## src/verilog/uartBridge_defines.svh

```systemverilog
// Bridge constants; BIT_CLKS must be even and at least 4, MEM_WORDS must be a power of two
`ifndef UARTBRIDGE_DEFINES_SVH
`define UARTBRIDGE_DEFINES_SVH

// Clocks per serial bit, shared by receiver and transmitter
`define BIT_CLKS 16

// Depth of the on-chip word memory
// Address is taken modulo this depth
`define MEM_WORDS 256

// Command opcodes, first byte of a frame
`define CMD_READ 8'h52
`define CMD_WRITE 8'h57

// Abort byte, drops a partial command
`define CMD_CLEAR 8'h2F

`endif

```

## src/verilog/uartRx.sv

```systemverilog
// 8N1 receiver, LSB first; stop bit is not checked, a start glitch shorter than half a bit is dropped
`timescale 1ns/1ps
`include "uartBridge_defines.svh"

module uartRx (
    input  logic       sys_clk,
    input  logic       arstN,
    input  logic       rxLine,
    output logic [7:0] rxByte,
    output logic       rxStrobe
);
    localparam int CNT_W = $clog2(`BIT_CLKS);
    localparam logic [CNT_W-1:0] HALF_CNT = CNT_W'(`BIT_CLKS / 2);    // Middle of start bit
    localparam logic [CNT_W-1:0] LAST_CNT = CNT_W'(`BIT_CLKS - 1);

    // FSM states
    localparam logic [2:0] RX_IDLE  = 3'd0;
    localparam logic [2:0] RX_START = 3'd1;
    localparam logic [2:0] RX_WAIT  = 3'd2;
    localparam logic [2:0] RX_READ  = 3'd3;
    localparam logic [2:0] RX_STOP  = 3'd4;

    logic [1:0]       syncReg;     // Two-flop synchronizer
    logic             rxSync;
    logic [2:0]       state;
    logic [CNT_W-1:0] clkCnt;      // Clocks inside current bit
    logic [2:0]       bitCnt;      // Data bits taken so far

    assign rxSync = syncReg[1];

    always_ff @(posedge sys_clk or negedge arstN) begin
        if (!arstN) begin
            syncReg  <= 2'b11;     // Line idles high
            state    <= RX_IDLE;
            clkCnt   <= '0;
            bitCnt   <= '0;
            rxStrobe <= 1'b0;
        end else begin
            syncReg  <= {syncReg[0], rxLine};
            rxStrobe <= 1'b0;
            case (state)
                RX_IDLE: begin
                    if (!rxSync) begin             // First low sample is the start bit
                        state  <= RX_START;
                        clkCnt <= CNT_W'(1);       // This clock counts
                        bitCnt <= '0;
                    end
                end
                RX_START: begin
                    if (clkCnt == HALF_CNT) begin
                        state  <= rxSync ? RX_IDLE : RX_WAIT;    // High again means a glitch
                        clkCnt <= CNT_W'(1);
                    end else
                        clkCnt <= clkCnt + 1'b1;
                end
                RX_WAIT: begin
                    if (clkCnt == LAST_CNT)
                        state <= RX_READ;          // Next clock is mid-bit
                    else
                        clkCnt <= clkCnt + 1'b1;
                end
                RX_READ: begin
                    clkCnt <= CNT_W'(1);
                    bitCnt <= bitCnt + 3'd1;
                    state  <= (bitCnt == 3'd7) ? RX_STOP : RX_WAIT;
                end
                RX_STOP: begin
                    if (clkCnt == LAST_CNT) begin
                        state    <= RX_IDLE;       // Back in idle at stop-bit middle
                        rxStrobe <= 1'b1;
                    end else
                        clkCnt <= clkCnt + 1'b1;
                end
                default: state <= RX_IDLE;
            endcase
        end
    end

    // Data shift register, LSB arrives first
    always_ff @(posedge sys_clk) begin
        if (state == RX_READ)
            rxByte <= {rxSync, rxByte[7:1]};
    end

endmodule

```

## config.mk

```make
export PLATFORM = sky130hd
export DESIGN_NAME = uartRx
export DESIGN_NICKNAME = d
export VERILOG_FILES = /design/src/verilog/uartRx.sv
export VERILOG_INCLUDE_DIRS = /design/src /design/src/verilog
export SDC_FILE = /design/constraint.sdc
export NUM_CORES = 1
export LEC_CHECK = 0
export ABC_AREA = 0
export BUFFER_PORTS_ARGS = -buffer_cell sky130_fd_sc_hd__buf_2
export CORE_MARGIN = 4
export CORE_UTILIZATION = 59
export CTS_CLUSTER_DIAMETER = 30
export CTS_CLUSTER_SIZE = 12
export DETAILED_ROUTE_END_ITERATION = 12
export PLACE_DENSITY = 0.88
export REMOVE_ABC_BUFFERS = 1
export SYNTH_ARGS = -nofsm -noshare
export SYNTH_HDL_FRONTEND = slang
export SYNTH_SLANG_ARGS = --single-unit
```

## constraint.sdc

```tcl
create_clock -name sys_clk -period 3.5 [get_ports sys_clk]
set_input_delay 0.875 -clock sys_clk [delete_from_list [all_inputs] [get_ports sys_clk]]
set_output_delay 0.875 -clock sys_clk [all_outputs]
set_load 0.005 [all_outputs]
```

==> impl_results.html, run 1 <==
<table>
<tr><th>Metric</th><th>Value</th></tr>
<tr><th colspan="2">Finish</th></tr>
<tr><td>Number of antenna repair diodes</td><td>0</td></tr>
<tr><td>Storage cell area</td><td>roughly 570 um2</td></tr>
<tr><td>Fill count</td><td>between 100 and 150</td></tr>
<tr><td>Post-synthesis to final-layout area growth</td><td>7.26%</td></tr>
<tr><td>Share of the core filled with cells</td><td>67.9%</td></tr>
<tr><td>Ratio of cells with drive above 1 in the final layout</td><td>roughly 28%</td></tr>
<tr><td>Layout Nets</td><td>96</td></tr>
<tr><td>Total area of multi-input combinational cells</td><td>approximately 350 um2</td></tr>
<tr><th colspan="2">Global route</th></tr>
<tr><td>Vias in the first global route</td><td>~580</td></tr>
<tr><td>Leftover overflow at the end of global routing</td><td>0</td></tr>
<tr><td>Global-route wire length before repair</td><td>between 2 and 3 mm</td></tr>
<tr><td>Pin count of the biggest net entering global routing</td><td>16</td></tr>
<tr><td>GRT Util Overall</td><td>15.1%</td></tr>
<tr><td>Initial antenna violation count</td><td>0</td></tr>
<tr><th colspan="2">Drt</th></tr>
<tr><td>Total detailed-routing wirelength</td><td>1.58 mm</td></tr>
<tr><td>DR DRC count</td><td>0</td></tr>
<tr><td>Vias/cell</td><td>between 6 and 7</td></tr>
<tr><td>Final antenna-violating net count</td><td>0</td></tr>
<tr><td>Via count</td><td>between 600 and 700</td></tr>
<tr><td>Number of DRC violations after detailed-routing iteration 0</td><td>12</td></tr>
<tr><td>TritonRoute pass-1 iters</td><td>4</td></tr>
<tr><td>Routed wire per std cell</td><td>approximately 15 um</td></tr>
<tr><th colspan="2">Die</th></tr>
<tr><td>Die boundary height</td><td>48.4 um</td></tr>
<tr><td>Die Wd</td><td>about 48 um</td></tr>
<tr><td>Die footprint</td><td>2350 um2</td></tr>
<tr><td>Boundary pin count</td><td>12</td></tr>
<tr><td>Core Area</td><td>1520 um2</td></tr>
<tr><td>Initial standard-cell utilization of the core</td><td>a little over three fifths</td></tr>
<tr><td>Number of core rows</td><td>14</td></tr>
<tr><th colspan="2">Clocking</th></tr>
<tr><td>Post-CTS setup buffers</td><td>0</td></tr>
<tr><td>Post_cts resized</td><td>0</td></tr>
<tr><td>Clock latency at the later pin of the worst-skew pair</td><td>310 ps</td></tr>
<tr><td>Worst-case clock buffer depth</td><td>2</td></tr>
<tr><td>Cell at the root of the clock tree</td><td>clkbuf_4</td></tr>
<tr><td>Number of clock buffers inserted by TritonCTS</td><td>3</td></tr>
<tr><td>CTS Hold Buffers Added</td><td>0</td></tr>
<tr><td>H-tree depth reported by CTS</td><td>1</td></tr>
<tr><td>Clock transition at path regs</td><td>110 ps</td></tr>
<tr><td>TritonCTS clock tree</td><td>yes</td></tr>
<tr><td>Sink count of the clock tree</td><td>21</td></tr>
<tr><th colspan="2">Min path</th></tr>
<tr><td>Number of cells on the worst hold path</td><td>0</td></tr>
<tr><td>Endpoint of the worst hold-timing path</td><td>syncReg[1]$_DFF_PN1_</td></tr>
<tr><td>Hold/Removal Path Class</td><td>register to register</td></tr>
<tr><td>Worst min-delay path startpoint</td><td>syncReg[0]$_DFF_PN1_</td></tr>
<tr><th colspan="2">Placed design</th></tr>
<tr><td>Pre-CTS worst setup slack</td><td>~1700 ps</td></tr>
<tr><td>Number of buffer cells added on primary ports</td><td>11</td></tr>
<tr><td>RePlAce Congestion</td><td>0.796</td></tr>
<tr><td>Post-DP HPWL</td><td>1.17 mm</td></tr>
<tr><th colspan="2">Logic synthesis</th></tr>
<tr><td>Most common cell in the netlist</td><td>dfrtp_1</td></tr>
<tr><td>Share of async-settable or async-resettable flops after synthesis</td><td>61.9%</td></tr>
<tr><td>Gate Count Post-Synth</td><td>76</td></tr>
<tr><td>Most frequently used flop master after synthesis</td><td>dfrtp_1</td></tr>
<tr><td>Syn_area_per_cell</td><td>between 10 and 15 um2</td></tr>
<tr><td>Cell types with the highest counts after synthesis</td><td>dfrtp_1, edfxtp_1, a21oi_1</td></tr>
<tr><td>Number of synthesized register bits</td><td>21</td></tr>
<tr><td>Largest cells by area after synthesis</td><td>dfrtp_1, edfxtp_1, dfstp_2</td></tr>
<tr><td>Yosys top cell by area</td><td>dfrtp_1</td></tr>
<tr><td>Number of unique standard cell types used by synthesis</td><td>33</td></tr>
<tr><td>Number of warnings reported in the yosys synthesis log</td><td>0</td></tr>
<tr><td>Count of flip-flops with a built-in enable after synthesis</td><td>8</td></tr>
<tr><td>Area share of the largest cell type after synthesis</td><td>28.5%</td></tr>
<tr><td>Sequential element share of the synthesized area</td><td>58.9%</td></tr>
<tr><td>Total standard cell area after synthesis</td><td>965 um2</td></tr>
<tr><th colspan="2">STA</th></tr>
<tr><td>Time the worst path needs with I/O delays and setup</td><td>1830 ps</td></tr>
<tr><td>Pins over their slew limit</td><td>0</td></tr>
<tr><td>Final setup violating endpoints</td><td>0</td></tr>
<tr><td>Highest clock rate</td><td>between 500 and 600 MHz</td></tr>
<tr><td>Final Cycle Share</td><td>52.4%</td></tr>
<tr><td>Tightest slew margin relative to the limit</td><td>slightly above 70%</td></tr>
<tr><td>Slew at the pin closest to its max-slew limit</td><td>between 400 and 500 ps</td></tr>
<tr><td>Clock Skews</td><td>between 7 and 8 ps</td></tr>
<tr><td>Setup TNS</td><td>0 ps</td></tr>
<tr><td>Final Hold Viols</td><td>0</td></tr>
<tr><td>Worst Slack Setup Final</td><td>around 1700 ps</td></tr>
<tr><td>RSZ-0062 raised after global routing</td><td>false</td></tr>
<tr><th colspan="2">Flow run</th></tr>
<tr><td>Max-cap viol count</td><td>0</td></tr>
<tr><th colspan="2">Run status</th></tr>
<tr><td>Run status</td><td>complete, no violations</td></tr>
<tr><th colspan="2">Critical path</th></tr>
<tr><td>Reg2reg setup slack</td><td>roughly 1700 ps</td></tr>
<tr><td>Critical path endpoint category</td><td>register</td></tr>
<tr><td>Type of the worst setup path</td><td>register to register</td></tr>
<tr><td>Reg2reg start</td><td>state[1]$_DFFE_PN0P_</td></tr>
<tr><td>End of the worst register-to-register path</td><td>state[1]$_DFFE_PN0P_</td></tr>
<tr><td>Required time of the critical path</td><td>about 3700 ps</td></tr>
<tr><td>Critical path peak fanout</td><td>15</td></tr>
<tr><td>Number of cell instances on the worst register-to-register path</td><td>4</td></tr>
<tr><td>Arrival time at the worst endpoint</td><td>just over 2000 ps</td></tr>
<tr><td>Startpoint types</td><td>register</td></tr>
<tr><th colspan="2">Power and ir drop</th></tr>
<tr><td>Leakage power total</td><td>around 0.47 nW</td></tr>
<tr><td>Power density of the placed cells</td><td>approximately 700 nW/um2</td></tr>
<tr><td>Worst-case vdd ir drop</td><td>roughly 0.00044 V</td></tr>
</table>
-- worst max-delay path by stage --
stage                                    start                    end  slack (ps)  cells past startpoint
after floorplan           state[1]$_DFFE_PN0P_   state[1]$_DFFE_PN0P_        1780                      4
after global placement    state[1]$_DFFE_PN0P_   state[1]$_DFFE_PN0P_        1730                      4
after detailed placement  state[1]$_DFFE_PN0P_   state[1]$_DFFE_PN0P_        1690                      4
after CTS                 state[1]$_DFFE_PN0P_   state[1]$_DFFE_PN0P_        1670                      4
after global routing      state[1]$_DFFE_PN0P_  clkCnt[3]$_DFFE_PN0P_        1550                      4
final                     state[1]$_DFFE_PN0P_   state[1]$_DFFE_PN0P_        1670                      4
-- worst max-delay path, stage by stage, from the launching register on --
cell and delay [ps]:
dfrtp_1 530, or4b_1 570, o311a_2 160, nor2b_4 160, mux2_4 300
-- placed cells by master, fill, tap and decap left out, drive strengths merged, types with 3 or more instances in the layout --
cell type | Yosys | layout
nor3b | 4 | 4
dfrtp | 11 | 11
nor2 | 6 | 6
edfxtp | 8 | 8
buf | 2 | 11
clkbuf | 1 | 3
nor2b | 3 | 3
ha | 4 | 4
a21oi | 7 | 7
o21ai | 3 | 3
inv | 4 | 4
-- where the power goes --
part,switching (mW),leakage (nW),total (mW),internal (mW)
sequential,0.0646,0.234,0.386,0.322
clock,0.0707,0.0177,0.113,0.0427
combinational,0.113,0.216,0.230,0.117
-- state kept, by name, summed over array words and instances, names as in the netlist --
signal    flops
bitCnt        3
clkCnt        4
rxByte        8
rxStrobe      1
state         3
syncReg       2
-- layer usage --
metal | wire length, um | global-route usage, % | up-vias
met1 | 679 | 18.9 | 313
met3 | 81 | 3.99 | 3
li1 | - | - | 302
met5 | 0 | 0 | -
met2 | 789 | 23.9 | 15
met4 | 25 | 7.37 | 0
-- metrics by stage --
| stage | hold WS (ps) | cells | total power [mW] | cell area, um2 |
|---|---|---|---|---|
| after global routing | 391 | 104 | 0.791 | 1030 |
| after CTS | 375 | 104 | 0.733 | 1030 |
| final | 375 | 104 | 0.729 | 1030 |
| after global placement | 350 | 100 | 0.603 | 1010 |
| after floorplan | 345 | 73 | 0.555 | 932 |
| after detailed placement | 348 | 100 | 0.621 | 1010 |
-- final cells by class --
type | count | share of cell area [%]
multi-input combinational | 48 | 33.7
inverter | 4 | 1.45
clock buffer | 3 | 2.18
tap | 16 | 1.93
timing repair buffer | 11 | 5.32
clock inverter | 1 | 0.484
sequential | 21 | 54.9
-- cell families (layout without fill, tap and decap cells) --
logic type / Yosys count / in the layout / share of synthesized area, %
flip-flops: 21 / 21 / 58.9
AND/OR/NAND/NOR: 22 / 22 / 14.3
XOR/XNOR: 1 / 1 / 0.908
AO/OA/AOI/OAI: 20 / 20 / 14.3
buffers and inverters: 7 / 19 / 4.93
adder cells (fa/ha/maj): 4 / 4 / 5.19
multiplexers: 1 / 1 / 1.56
No activity file was read; power rests on OpenSTA's default activity.
==> run 2, diff against run 1 <==
- CORE_UTILIZATION: 59 -> 49
- PLACE_DENSITY: 0.88 -> 0.79
- clock period: 3.5 -> 1.6 ns (I/O delays scaled with it)
==> run 2 against run 1 <==
The flow now finishes with violations (negative setup slack). Count of clock-buffer cells in the layout unchanged. Routed wire length is 23% higher. Critical path depth unchanged. Non-clock buffer count is 24 higher. Combinational power increased to 4.0 times the previous value. Sequential cell count did not move. Clock power increased by 130%. Via count increased by 14%. Largest cell class unchanged. Largest power group is now combinational logic.
==> impl_results.html, run 2 (same netlist as run 1, synthesis figures left out) <==
<table>
<tr><th>Metric</th><th>Value</th></tr>
<tr><th colspan="2">Run status</th></tr>
<tr><td>Run status</td><td>finished with violations (was complete, no violations)</td></tr>
<tr><td>Violated checks</td><td>negative setup slack</td></tr>
<tr><th colspan="2">Die</th></tr>
<tr><td>Die boundary height</td><td>52.4 um (was 48.4 um)</td></tr>
<tr><td>Boundary pin count</td><td>12 (unchanged)</td></tr>
<tr><td>Die footprint</td><td>2740 um2 (was 2350 um2)</td></tr>
<tr><td>Die Wd</td><td>52.4 um (was 48.4 um)</td></tr>
<tr><td>Number of core rows</td><td>15 (was 14)</td></tr>
<tr><td>Core Area</td><td>1800 um2 (was 1520 um2)</td></tr>
<tr><td>Initial standard-cell utilization of the core</td><td>53.5% (was 63.3%)</td></tr>
<tr><th colspan="2">Critical path</th></tr>
<tr><td>Worst path buffer plus inverter count</td><td>0 (unchanged)</td></tr>
<tr><td>Required time of the critical path</td><td>1810 ps (was 3700 ps)</td></tr>
<tr><td>Launch point of the critical path</td><td>syncReg[1]$_DFF_PN1_ (was state[1]$_DFFE_PN0P_)</td></tr>
<tr><td>Slowest library cell on the worst path</td><td>dfstp_2 (was or4b_1)</td></tr>
<tr><td>Reg2reg start</td><td>syncReg[1]$_DFF_PN1_ (was state[1]$_DFFE_PN0P_)</td></tr>
<tr><td>Critical path's largest stage delay</td><td>540 ps (was 570 ps)</td></tr>
<tr><td>Critical path endpoint category</td><td>register (unchanged)</td></tr>
<tr><td>List of cells traversed by the critical path</td><td>or4b_4 &gt; o311a_4 &gt; nor2b_4 &gt; mux2_4 (was or4b_1 &gt; o311a_2 &gt; nor2b_4 &gt; mux2_4)</td></tr>
<tr><td>Startpoint types</td><td>register (unchanged)</td></tr>
<tr><td>Critical path peak fanout</td><td>3 (was 15)</td></tr>
<tr><td>Arrival time at the worst endpoint</td><td>1870 ps (was 2030 ps)</td></tr>
<tr><td>Critical path's top delay family</td><td>simple AND/OR/NAND/NOR gates (unchanged)</td></tr>
<tr><td>Type of the worst setup path</td><td>register to register (unchanged)</td></tr>
<tr><th colspan="2">Drt</th></tr>
<tr><td>DR DRC count</td><td>0 (unchanged)</td></tr>
<tr><td>TritonRoute pass-1 iters</td><td>4 (unchanged)</td></tr>
<tr><td>Number of DRC violations after detailed-routing iteration 0</td><td>9 (was 12)</td></tr>
<tr><td>Vias/cell</td><td>5.26 (was 6.09)</td></tr>
<tr><td>Final antenna-violating net count</td><td>0 (unchanged)</td></tr>
<tr><td>Routed wire per std cell</td><td>14.2 um (was 15.2 um)</td></tr>
<tr><td>Via count</td><td>721 (was 633)</td></tr>
<tr><td>Total detailed-routing wirelength</td><td>1.94 mm (was 1.58 mm)</td></tr>
<tr><th colspan="2">STA</th></tr>
<tr><td>Worst Slack Setup Final</td><td>-63.3 ps (was 1670 ps)</td></tr>
<tr><td>Setup TNS</td><td>-174 ps (was 0 ps)</td></tr>
<tr><td>Final Cycle Share</td><td>104% (was 52.4%)</td></tr>
<tr><td>Final setup violating endpoints</td><td>9 (was 0)</td></tr>
<tr><td>Worst hold margin</td><td>171 ps (was 375 ps)</td></tr>
<tr><td>Slew at the pin closest to its max-slew limit</td><td>283 ps (was 420 ps)</td></tr>
<tr><td>Clock Skews</td><td>2.22 ps (was 7.05 ps)</td></tr>
<tr><td>Highest clock rate</td><td>601 MHz (was 546 MHz)</td></tr>
<tr><td>RSZ-0062 raised after global routing</td><td>true (was false)</td></tr>
<tr><td>Final Hold Viols</td><td>0 (unchanged)</td></tr>
<tr><td>Tightest slew margin relative to the limit</td><td>81.0% (was 71.9%)</td></tr>
<tr><td>Time the worst path needs with I/O delays and setup</td><td>1660 ps (was 1830 ps)</td></tr>
<tr><td>Pins over their slew limit</td><td>0 (unchanged)</td></tr>
<tr><th colspan="2">Clocking</th></tr>
<tr><td>H-tree depth reported by CTS</td><td>1 (unchanged)</td></tr>
<tr><td>Clock transition at path regs</td><td>110 ps (about the same)</td></tr>
<tr><td>TritonCTS clock tree</td><td>yes (unchanged)</td></tr>
<tr><td>Sink count of the clock tree</td><td>21 (unchanged)</td></tr>
<tr><td>Number of clock buffers inserted by TritonCTS</td><td>3 (unchanged)</td></tr>
<tr><td>Worst-case clock buffer depth</td><td>2 (unchanged)</td></tr>
<tr><td>Clock latency at the later pin of the worst-skew pair</td><td>310 ps (about the same)</td></tr>
<tr><td>Cell at the root of the clock tree</td><td>clkbuf_4 (unchanged)</td></tr>
<tr><th colspan="2">Finish</th></tr>
<tr><td>Most common library cell in the layout ignoring fill and taps</td><td>buf_4</td></tr>
<tr><td>Number of antenna repair diodes</td><td>0 (unchanged)</td></tr>
<tr><td>Final Non-Filler Cells</td><td>137 (was 104)</td></tr>
<tr><td>Regs by FF count</td><td>rxByte (8), clkCnt (4) (unchanged)</td></tr>
<tr><td>Layout Nets</td><td>120 (was 96)</td></tr>
<tr><td>Ratio of cells with drive above 1 in the final layout</td><td>58.0% (was 28.4%)</td></tr>
<tr><td>Storage cell area</td><td>572 um2 (was 568 um2)</td></tr>
<tr><td>Total area of multi-input combinational cells</td><td>423 um2 (was 349 um2)</td></tr>
<tr><td>Flip-flop count of the largest register after layout</td><td>8 (unchanged)</td></tr>
<tr><td>Share of the core filled with cells</td><td>73.8% (was 67.9%)</td></tr>
<tr><td>Fill count</td><td>120 (was 106)</td></tr>
<tr><td>Top reg by flops</td><td>rxByte (unchanged)</td></tr>
<tr><td>Commonest cells after routing, fill and taps aside</td><td>buf_4, buf_2, dfrtp_1, edfxtp_1, nor2_1 (was dfrtp_1, buf_2, edfxtp_1)</td></tr>
<tr><td>Post-synthesis to final-layout area growth</td><td>37.7% (was 7.26%)</td></tr>
<tr><th colspan="2">Min path</th></tr>
<tr><td>Worst min-delay path startpoint</td><td>rxLine (was syncReg[0]$_DFF_PN1_)</td></tr>
<tr><td>Hold/Removal Path Class</td><td>primary input to register (was register to register)</td></tr>
<tr><th colspan="2">Placed design</th></tr>
<tr><td>Pre-CTS worst setup slack</td><td>-41.8 ps (was 1690 ps)</td></tr>
<tr><td>Cell Count Post-Placement</td><td>122 (was 100)</td></tr>
<tr><td>RePlAce Congestion</td><td>0.749 (was 0.796)</td></tr>
<tr><td>Post-DP HPWL</td><td>1.28 mm (was 1.17 mm)</td></tr>
<tr><td>Number of buffer cells added on primary ports</td><td>11 (unchanged)</td></tr>
<tr><th colspan="2">Global route</th></tr>
<tr><td>Global-route wire length before repair</td><td>3.13 mm (was 2.71 mm)</td></tr>
<tr><td>Initial antenna violation count</td><td>0 (unchanged)</td></tr>
<tr><td>Pin count of the biggest net entering global routing</td><td>14 (was 16)</td></tr>
<tr><td>Vias in the first global route</td><td>728 (was 582)</td></tr>
<tr><td>Leftover overflow at the end of global routing</td><td>0 (unchanged)</td></tr>
<tr><td>GRT Util Overall</td><td>16.0% (was 15.1%)</td></tr>
<tr><th colspan="2">Power and ir drop</th></tr>
<tr><td>Worst-case vdd ir drop</td><td>0.000931 V (was 0.000445 V)</td></tr>
<tr><td>Leakage power total</td><td>0.591 nW (was 0.468 nW)</td></tr>
<tr><td>Power density of the placed cells</td><td>1510 nW/um2 (was 705 nW/um2)</td></tr>
<tr><th colspan="2">Flow run</th></tr>
<tr><td>Max-cap viol count</td><td>0 (unchanged)</td></tr>
</table>
## run 2: changes by cell type in the layout (fill, tap and decap cells not counted), sizes merged
cell         delta
inv             -1
clkinvlp        +1
buf            +23
dlygate4sd3     +1
## run 2: layer usage
| metal | up-vias | part of all wire, % | global-route usage, % |
|---|---|---|---|
| met5 | - | 0 | 0 |
| met4 | 0 | 1.7 | 6.38 |
| met3 | 5 | 2.8 | 3.42 |
| met2 | 12 | 51 | 27.9 |
| met1 | 356 | 45 | 18.8 |
| li1 | 348 | - | - |
## run 2: repair_timing
item,4_1_cts,5_1_grt
resized for setup,6,23
buffers inserted,7,3
endpoints found under the hold margin,11,0
pin swaps,2,10
hold buffers,1,0
cloned,0,0
setup endpoints to repair,11,16
## run 2: through the flow
stage               cell area (um2)  power, mW
floorplan                       932       1.21
global placement               1120       1.44
detailed placement             1120       1.48
CTS                            1230       1.85
global route                   1330       2.15
finish                         1330       2.01
## run 2: worst paths after layout
kind | slack, ps | depth (start not counted) | endpoint
max reg2reg | -60 | 4 | state[1]$_DFFE_PN0P_
min in group asynchronous | 490 | 2 | clkCnt[3]$_DFFE_PN0P_
min | 170 | 1 | syncReg[0]$_DFF_PN1_
max in group asynchronous | 840 | 2 | syncReg[0]$_DFF_PN1_
max | -60 | 4 | state[1]$_DFFE_PN0P_
min reg2reg | 370 | 0 | syncReg[1]$_DFF_PN1_
## run 2: final cells by class
| type | count | area share [%] |
|---|---|---|
| Inverter | 4 | 1.41 |
| Multi-Input combinational cell | 48 | 31.8 |
| Clock inverter | 1 | 0.377 |
| Tap cell | 25 | 2.35 |
| Timing Repair Buffer | 35 | 19.3 |
| Clock buffer | 3 | 1.69 |
| Sequential cell | 21 | 43.0 |
## run 2: worst reg2reg max path: stages (launching register included)
cell     delay (ps)
dfstp_2         540
or4b_4          460
o311a_4         140
nor2b_4         140
mux2_4          290
## run 2: power by group
part           total, mW  internal, mW  switching, mW
sequential         0.831         0.707          0.124
clock              0.258        0.0936          0.164
combinational      0.919         0.524          0.395
==> run 3, diff against run 2 <==
- CELL_PAD_IN_SITES_DETAIL_PLACEMENT: unset -> 0
- CELL_PAD_IN_SITES_GLOBAL_PLACEMENT: unset -> 2
- CORE_UTILIZATION: 49 -> 37
- PLACE_DENSITY: 0.79 -> 0.82
- clock period: 1.6 -> 1.55 ns (I/O delays scaled with it)
==> run 3 against run 2 <==
The flow still finishes with violations (negative setup slack). Clock skew increased by 11 ps. Die area is 27% higher. Non-clock buffer count up 4. Sequential share of layout area shrank 0.59 points. Final area rose by 0.94%. Critical path type unchanged. Highest routed layer unchanged.
==> impl_results.html, run 3 (same netlist as run 1, synthesis figures left out) <==
<table>
<tr><th>Metric</th><th>Value</th></tr>
<tr><th colspan="2">Run status</th></tr>
<tr><td>Run status</td><td>finished with violations (unchanged)</td></tr>
<tr><td>Violated checks</td><td>negative setup slack (unchanged)</td></tr>
<tr><th colspan="2">Drt</th></tr>
<tr><td>DR DRC count</td><td>0 (unchanged)</td></tr>
<tr><td>Total detailed-routing wirelength</td><td>2.03 mm (was 1.94 mm)</td></tr>
<tr><td>Final antenna-violating net count</td><td>0 (unchanged)</td></tr>
<tr><td>Vias/cell</td><td>5.04 (was 5.26)</td></tr>
<tr><td>Routed wire per std cell</td><td>13.9 um (was 14.2 um)</td></tr>
<tr><td>Number of DRC violations after detailed-routing iteration 0</td><td>8 (was 9)</td></tr>
<tr><td>Via count</td><td>736 (was 721)</td></tr>
<tr><td>TritonRoute pass-1 iters</td><td>3 (was 4)</td></tr>
<tr><th colspan="2">Global route</th></tr>
<tr><td>GR Layer Usage met1</td><td>16.0% (was 18.8%)</td></tr>
<tr><td>Initial antenna violation count</td><td>0 (unchanged)</td></tr>
<tr><td>Global routing usage on met3</td><td>2.61% (was 3.42%)</td></tr>
<tr><td>Global-route wire length before repair</td><td>3.23 mm (was 3.13 mm)</td></tr>
<tr><td>Met2 demand-to-capacity share in global routing</td><td>19.9% (was 27.9%)</td></tr>
<tr><td>GRT Util Overall</td><td>12.4% (was 16.0%)</td></tr>
<tr><td>Pin count of the biggest net entering global routing</td><td>14 (unchanged)</td></tr>
<tr><td>Most utilized layer in the global route result</td><td>met2 (unchanged)</td></tr>
<tr><td>Leftover overflow at the end of global routing</td><td>0 (unchanged)</td></tr>
<tr><td>Vias in the first global route</td><td>685 (was 728)</td></tr>
<tr><th colspan="2">Critical path</th></tr>
<tr><td>Required time of the critical path</td><td>1740 ps (was 1810 ps)</td></tr>
<tr><td>Slowest library cell on the worst path</td><td>dfstp_2 (unchanged)</td></tr>
<tr><td>Startpoint types</td><td>register (unchanged)</td></tr>
<tr><td>List of cells traversed by the critical path</td><td>or4b_4 &gt; o311a_4 &gt; nor2b_4 &gt; mux2_4 (unchanged)</td></tr>
<tr><td>Critical path peak fanout</td><td>3 (unchanged)</td></tr>
<tr><td>Critical path endpoint category</td><td>register (unchanged)</td></tr>
<tr><td>Type of the worst setup path</td><td>register to register (unchanged)</td></tr>
<tr><td>Arrival time at the worst endpoint</td><td>1870 ps (about the same)</td></tr>
<tr><td>Critical path's largest stage delay</td><td>550 ps (was 540 ps)</td></tr>
<tr><th colspan="2">Die</th></tr>
<tr><td>Core Area</td><td>2480 um2 (was 1800 um2)</td></tr>
<tr><td>Boundary pin count</td><td>12 (unchanged)</td></tr>
<tr><td>Die Wd</td><td>59.1 um (was 52.4 um)</td></tr>
<tr><td>Number of core rows</td><td>18 (was 15)</td></tr>
<tr><td>Initial standard-cell utilization of the core</td><td>38.9% (was 53.5%)</td></tr>
<tr><td>Die footprint</td><td>3490 um2 (was 2740 um2)</td></tr>
<tr><td>Die boundary height</td><td>59.1 um (was 52.4 um)</td></tr>
<tr><th colspan="2">Clocking</th></tr>
<tr><td>Sink count of the clock tree</td><td>21 (unchanged)</td></tr>
<tr><td>H-tree depth reported by CTS</td><td>1 (unchanged)</td></tr>
<tr><td>Clock latency at the later pin of the worst-skew pair</td><td>310 ps (about the same)</td></tr>
<tr><td>TritonCTS clock tree</td><td>yes (unchanged)</td></tr>
<tr><td>Clock transition at path regs</td><td>120 ps (was 110 ps)</td></tr>
<tr><td>Number of clock buffers inserted by TritonCTS</td><td>3 (unchanged)</td></tr>
<tr><td>Worst-case clock buffer depth</td><td>2 (unchanged)</td></tr>
<tr><td>Cell at the root of the clock tree</td><td>clkbuf_4 (unchanged)</td></tr>
<tr><th colspan="2">Finish</th></tr>
<tr><td>Storage cell area</td><td>569 um2 (was 572 um2)</td></tr>
<tr><td>Flip-flop count of the largest register after layout</td><td>8 (unchanged)</td></tr>
<tr><td>Commonest cells after routing, fill and taps aside</td><td>buf_4, buf_2, dfrtp_1 (was buf_4, buf_2, dfrtp_1, edfxtp_1, nor2_1)</td></tr>
<tr><td>Regs by FF count</td><td>rxByte (8), clkCnt (4) (unchanged)</td></tr>
<tr><td>Fill count</td><td>227 (was 120)</td></tr>
<tr><td>Post-synthesis to final-layout area growth</td><td>39.0% (was 37.7%)</td></tr>
<tr><td>Total area of multi-input combinational cells</td><td>420 um2 (was 423 um2)</td></tr>
<tr><td>Layout Nets</td><td>124 (was 120)</td></tr>
<tr><td>Ratio of cells with drive above 1 in the final layout</td><td>59.5% (was 58.0%)</td></tr>
<tr><td>Top reg by flops</td><td>rxByte (unchanged)</td></tr>
<tr><td>Most common library cell in the layout ignoring fill and taps</td><td>buf_4 (unchanged)</td></tr>
<tr><td>Number of antenna repair diodes</td><td>0 (unchanged)</td></tr>
<tr><th colspan="2">STA</th></tr>
<tr><td>Tightest slew margin relative to the limit</td><td>79.1% (was 81.0%)</td></tr>
<tr><td>Final Hold Viols</td><td>0 (unchanged)</td></tr>
<tr><td>Setup TNS</td><td>-284 ps (was -174 ps)</td></tr>
<tr><td>Time the worst path needs with I/O delays and setup</td><td>1670 ps (was 1660 ps)</td></tr>
<tr><td>Final Cycle Share</td><td>108% (was 104%)</td></tr>
<tr><td>Final setup violating endpoints</td><td>4 (was 9)</td></tr>
<tr><td>Highest clock rate</td><td>598 MHz (was 601 MHz)</td></tr>
<tr><td>Slew at the pin closest to its max-slew limit</td><td>314 ps (was 283 ps)</td></tr>
<tr><td>Pins over their slew limit</td><td>0 (unchanged)</td></tr>
<tr><td>Clock Skews</td><td>13.3 ps (was 2.22 ps)</td></tr>
<tr><td>Worst Slack Setup Final</td><td>-123 ps (was -63.3 ps)</td></tr>
<tr><td>RSZ-0062 raised after global routing</td><td>true (unchanged)</td></tr>
<tr><th colspan="2">Power and ir drop</th></tr>
<tr><td>Comb power frac</td><td>46.4% (was 45.8%)</td></tr>
<tr><td>Power, Total</td><td>2.07 mW (was 2.01 mW)</td></tr>
<tr><td>Power density of the placed cells</td><td>1540 nW/um2 (was 1510 nW/um2)</td></tr>
<tr><td>Cell-internal power</td><td>1.37 mW (was 1.32 mW)</td></tr>
<tr><td>Leakage power total</td><td>0.609 nW (was 0.591 nW)</td></tr>
<tr><td>Worst-case vdd ir drop</td><td>0.000888 V (was 0.000931 V)</td></tr>
<tr><td>Share of power burned in registers</td><td>40.9% (was 41.4%)</td></tr>
<tr><td>Switching power as a share of total power</td><td>33.7% (was 34.0%)</td></tr>
<tr><td>Switching power</td><td>697 uW (was 683 uW)</td></tr>
<tr><td>Clk network pwr share</td><td>12.7% (was 12.8%)</td></tr>
<tr><th colspan="2">Flow run</th></tr>
<tr><td>Max-cap viol count</td><td>0 (unchanged)</td></tr>
<tr><th colspan="2">Placed design</th></tr>
<tr><td>RePlAce Congestion</td><td>0.769 (was 0.749)</td></tr>
<tr><td>Post-DP HPWL</td><td>1.37 mm (was 1.28 mm)</td></tr>
<tr><td>Number of buffer cells added on primary ports</td><td>11 (unchanged)</td></tr>
<tr><th colspan="2">Min path</th></tr>
<tr><td>Hold/Removal Path Class</td><td>primary input to register (unchanged)</td></tr>
</table>
==> run 3: cell types whose count changed in the layout (fill, tap and decap cells not counted), sizes merged <==
cell  change
buf       +4
==> run 3: critical path: cells and delay by family (launching register included) <==
kind	cells	cell delay (ps)
flip-flops	1	550
AO/OA/AOI/OAI	1	130
multiplexers	1	290
AND/OR/NAND/NOR	2	590
==> run 3: layer usage <==
| layer | wire, um | vias up |
|---|---|---|
| li1 | - | 358 |
| met1 | 906 | 368 |
| met2 | 1040 | 8 |
| met3 | 56 | 2 |
| met4 | 23 | 0 |
| met5 | 0 | - |
==> run 3: repair_timing <==
item	4_1_cts	5_1_grt
buffers inserted	0	8
endpoints found under the setup margin	4	15
endpoints found under the hold margin	11	0
pin swaps	4	5
hold buffers	1	0
resized for setup	6	16
==> run 3: final timing paths <==
| kind | from | to | slack, ps | depth (start not counted) |
|---|---|---|---|---|
| hold reg to reg | syncReg[0]$_DFF_PN1_ | syncReg[1]$_DFF_PN1_ | 360 | 0 |
| setup / recovery | syncReg[1]$_DFF_PN1_ | state[1]$_DFFE_PN0P_ | -120 | 4 |
| max in group asynchronous | arstN | syncReg[0]$_DFF_PN1_ | 760 | 2 |
| setup reg to reg | syncReg[1]$_DFF_PN1_ | state[1]$_DFFE_PN0P_ | -120 | 4 |
| min in group asynchronous | arstN | state[2]$_DFFE_PN0P_ | 480 | 2 |
| hold / removal | rxLine | syncReg[0]$_DFF_PN1_ | 180 | 1 |
==> run 3: power groups by stage <==
| stage | sequential [mW] | clock (mW) | combinational [mW] |
|---|---|---|---|
| after floorplan | 0.851 | 0 | 0.402 |
| final | 0.845 | 0.263 | 0.959 |
| after CTS | 0.841 | 0.272 | 0.753 |
| after detailed placement | 0.851 | 0 | 0.722 |
| after global placement | 0.842 | 0 | 0.694 |
| after global routing | 0.865 | 0.304 | 1.06 |
==> run 3: through the flow <==
stage / utilization [%] / setup WS (ps) / hold slack [ps] / cells / instance area, um2
after global placement: 47.1 / -93.7 / 295 / 133 / 1170
after detailed placement: 47.1 / -102 / 303 / 133 / 1170
after CTS: 49.4 / -107 / 170 / 138 / 1220
after floorplan: - / -168 / 91.9 / 73 / 932
after global routing: 54.1 / -150 / 156 / 146 / 1340
final: 54.1 / -123 / 183 / 146 / 1340
==> run 3: final cells by class <==
type / instances / area share (%)
clock buffer: 3 / 1.68
clock inverter: 1 / 0.373
inverter: 4 / 1.40
multi-input combinational: 48 / 31.3
sequential: 21 / 42.4
tap: 30 / 2.80
timing repair buffer: 39 / 20.0
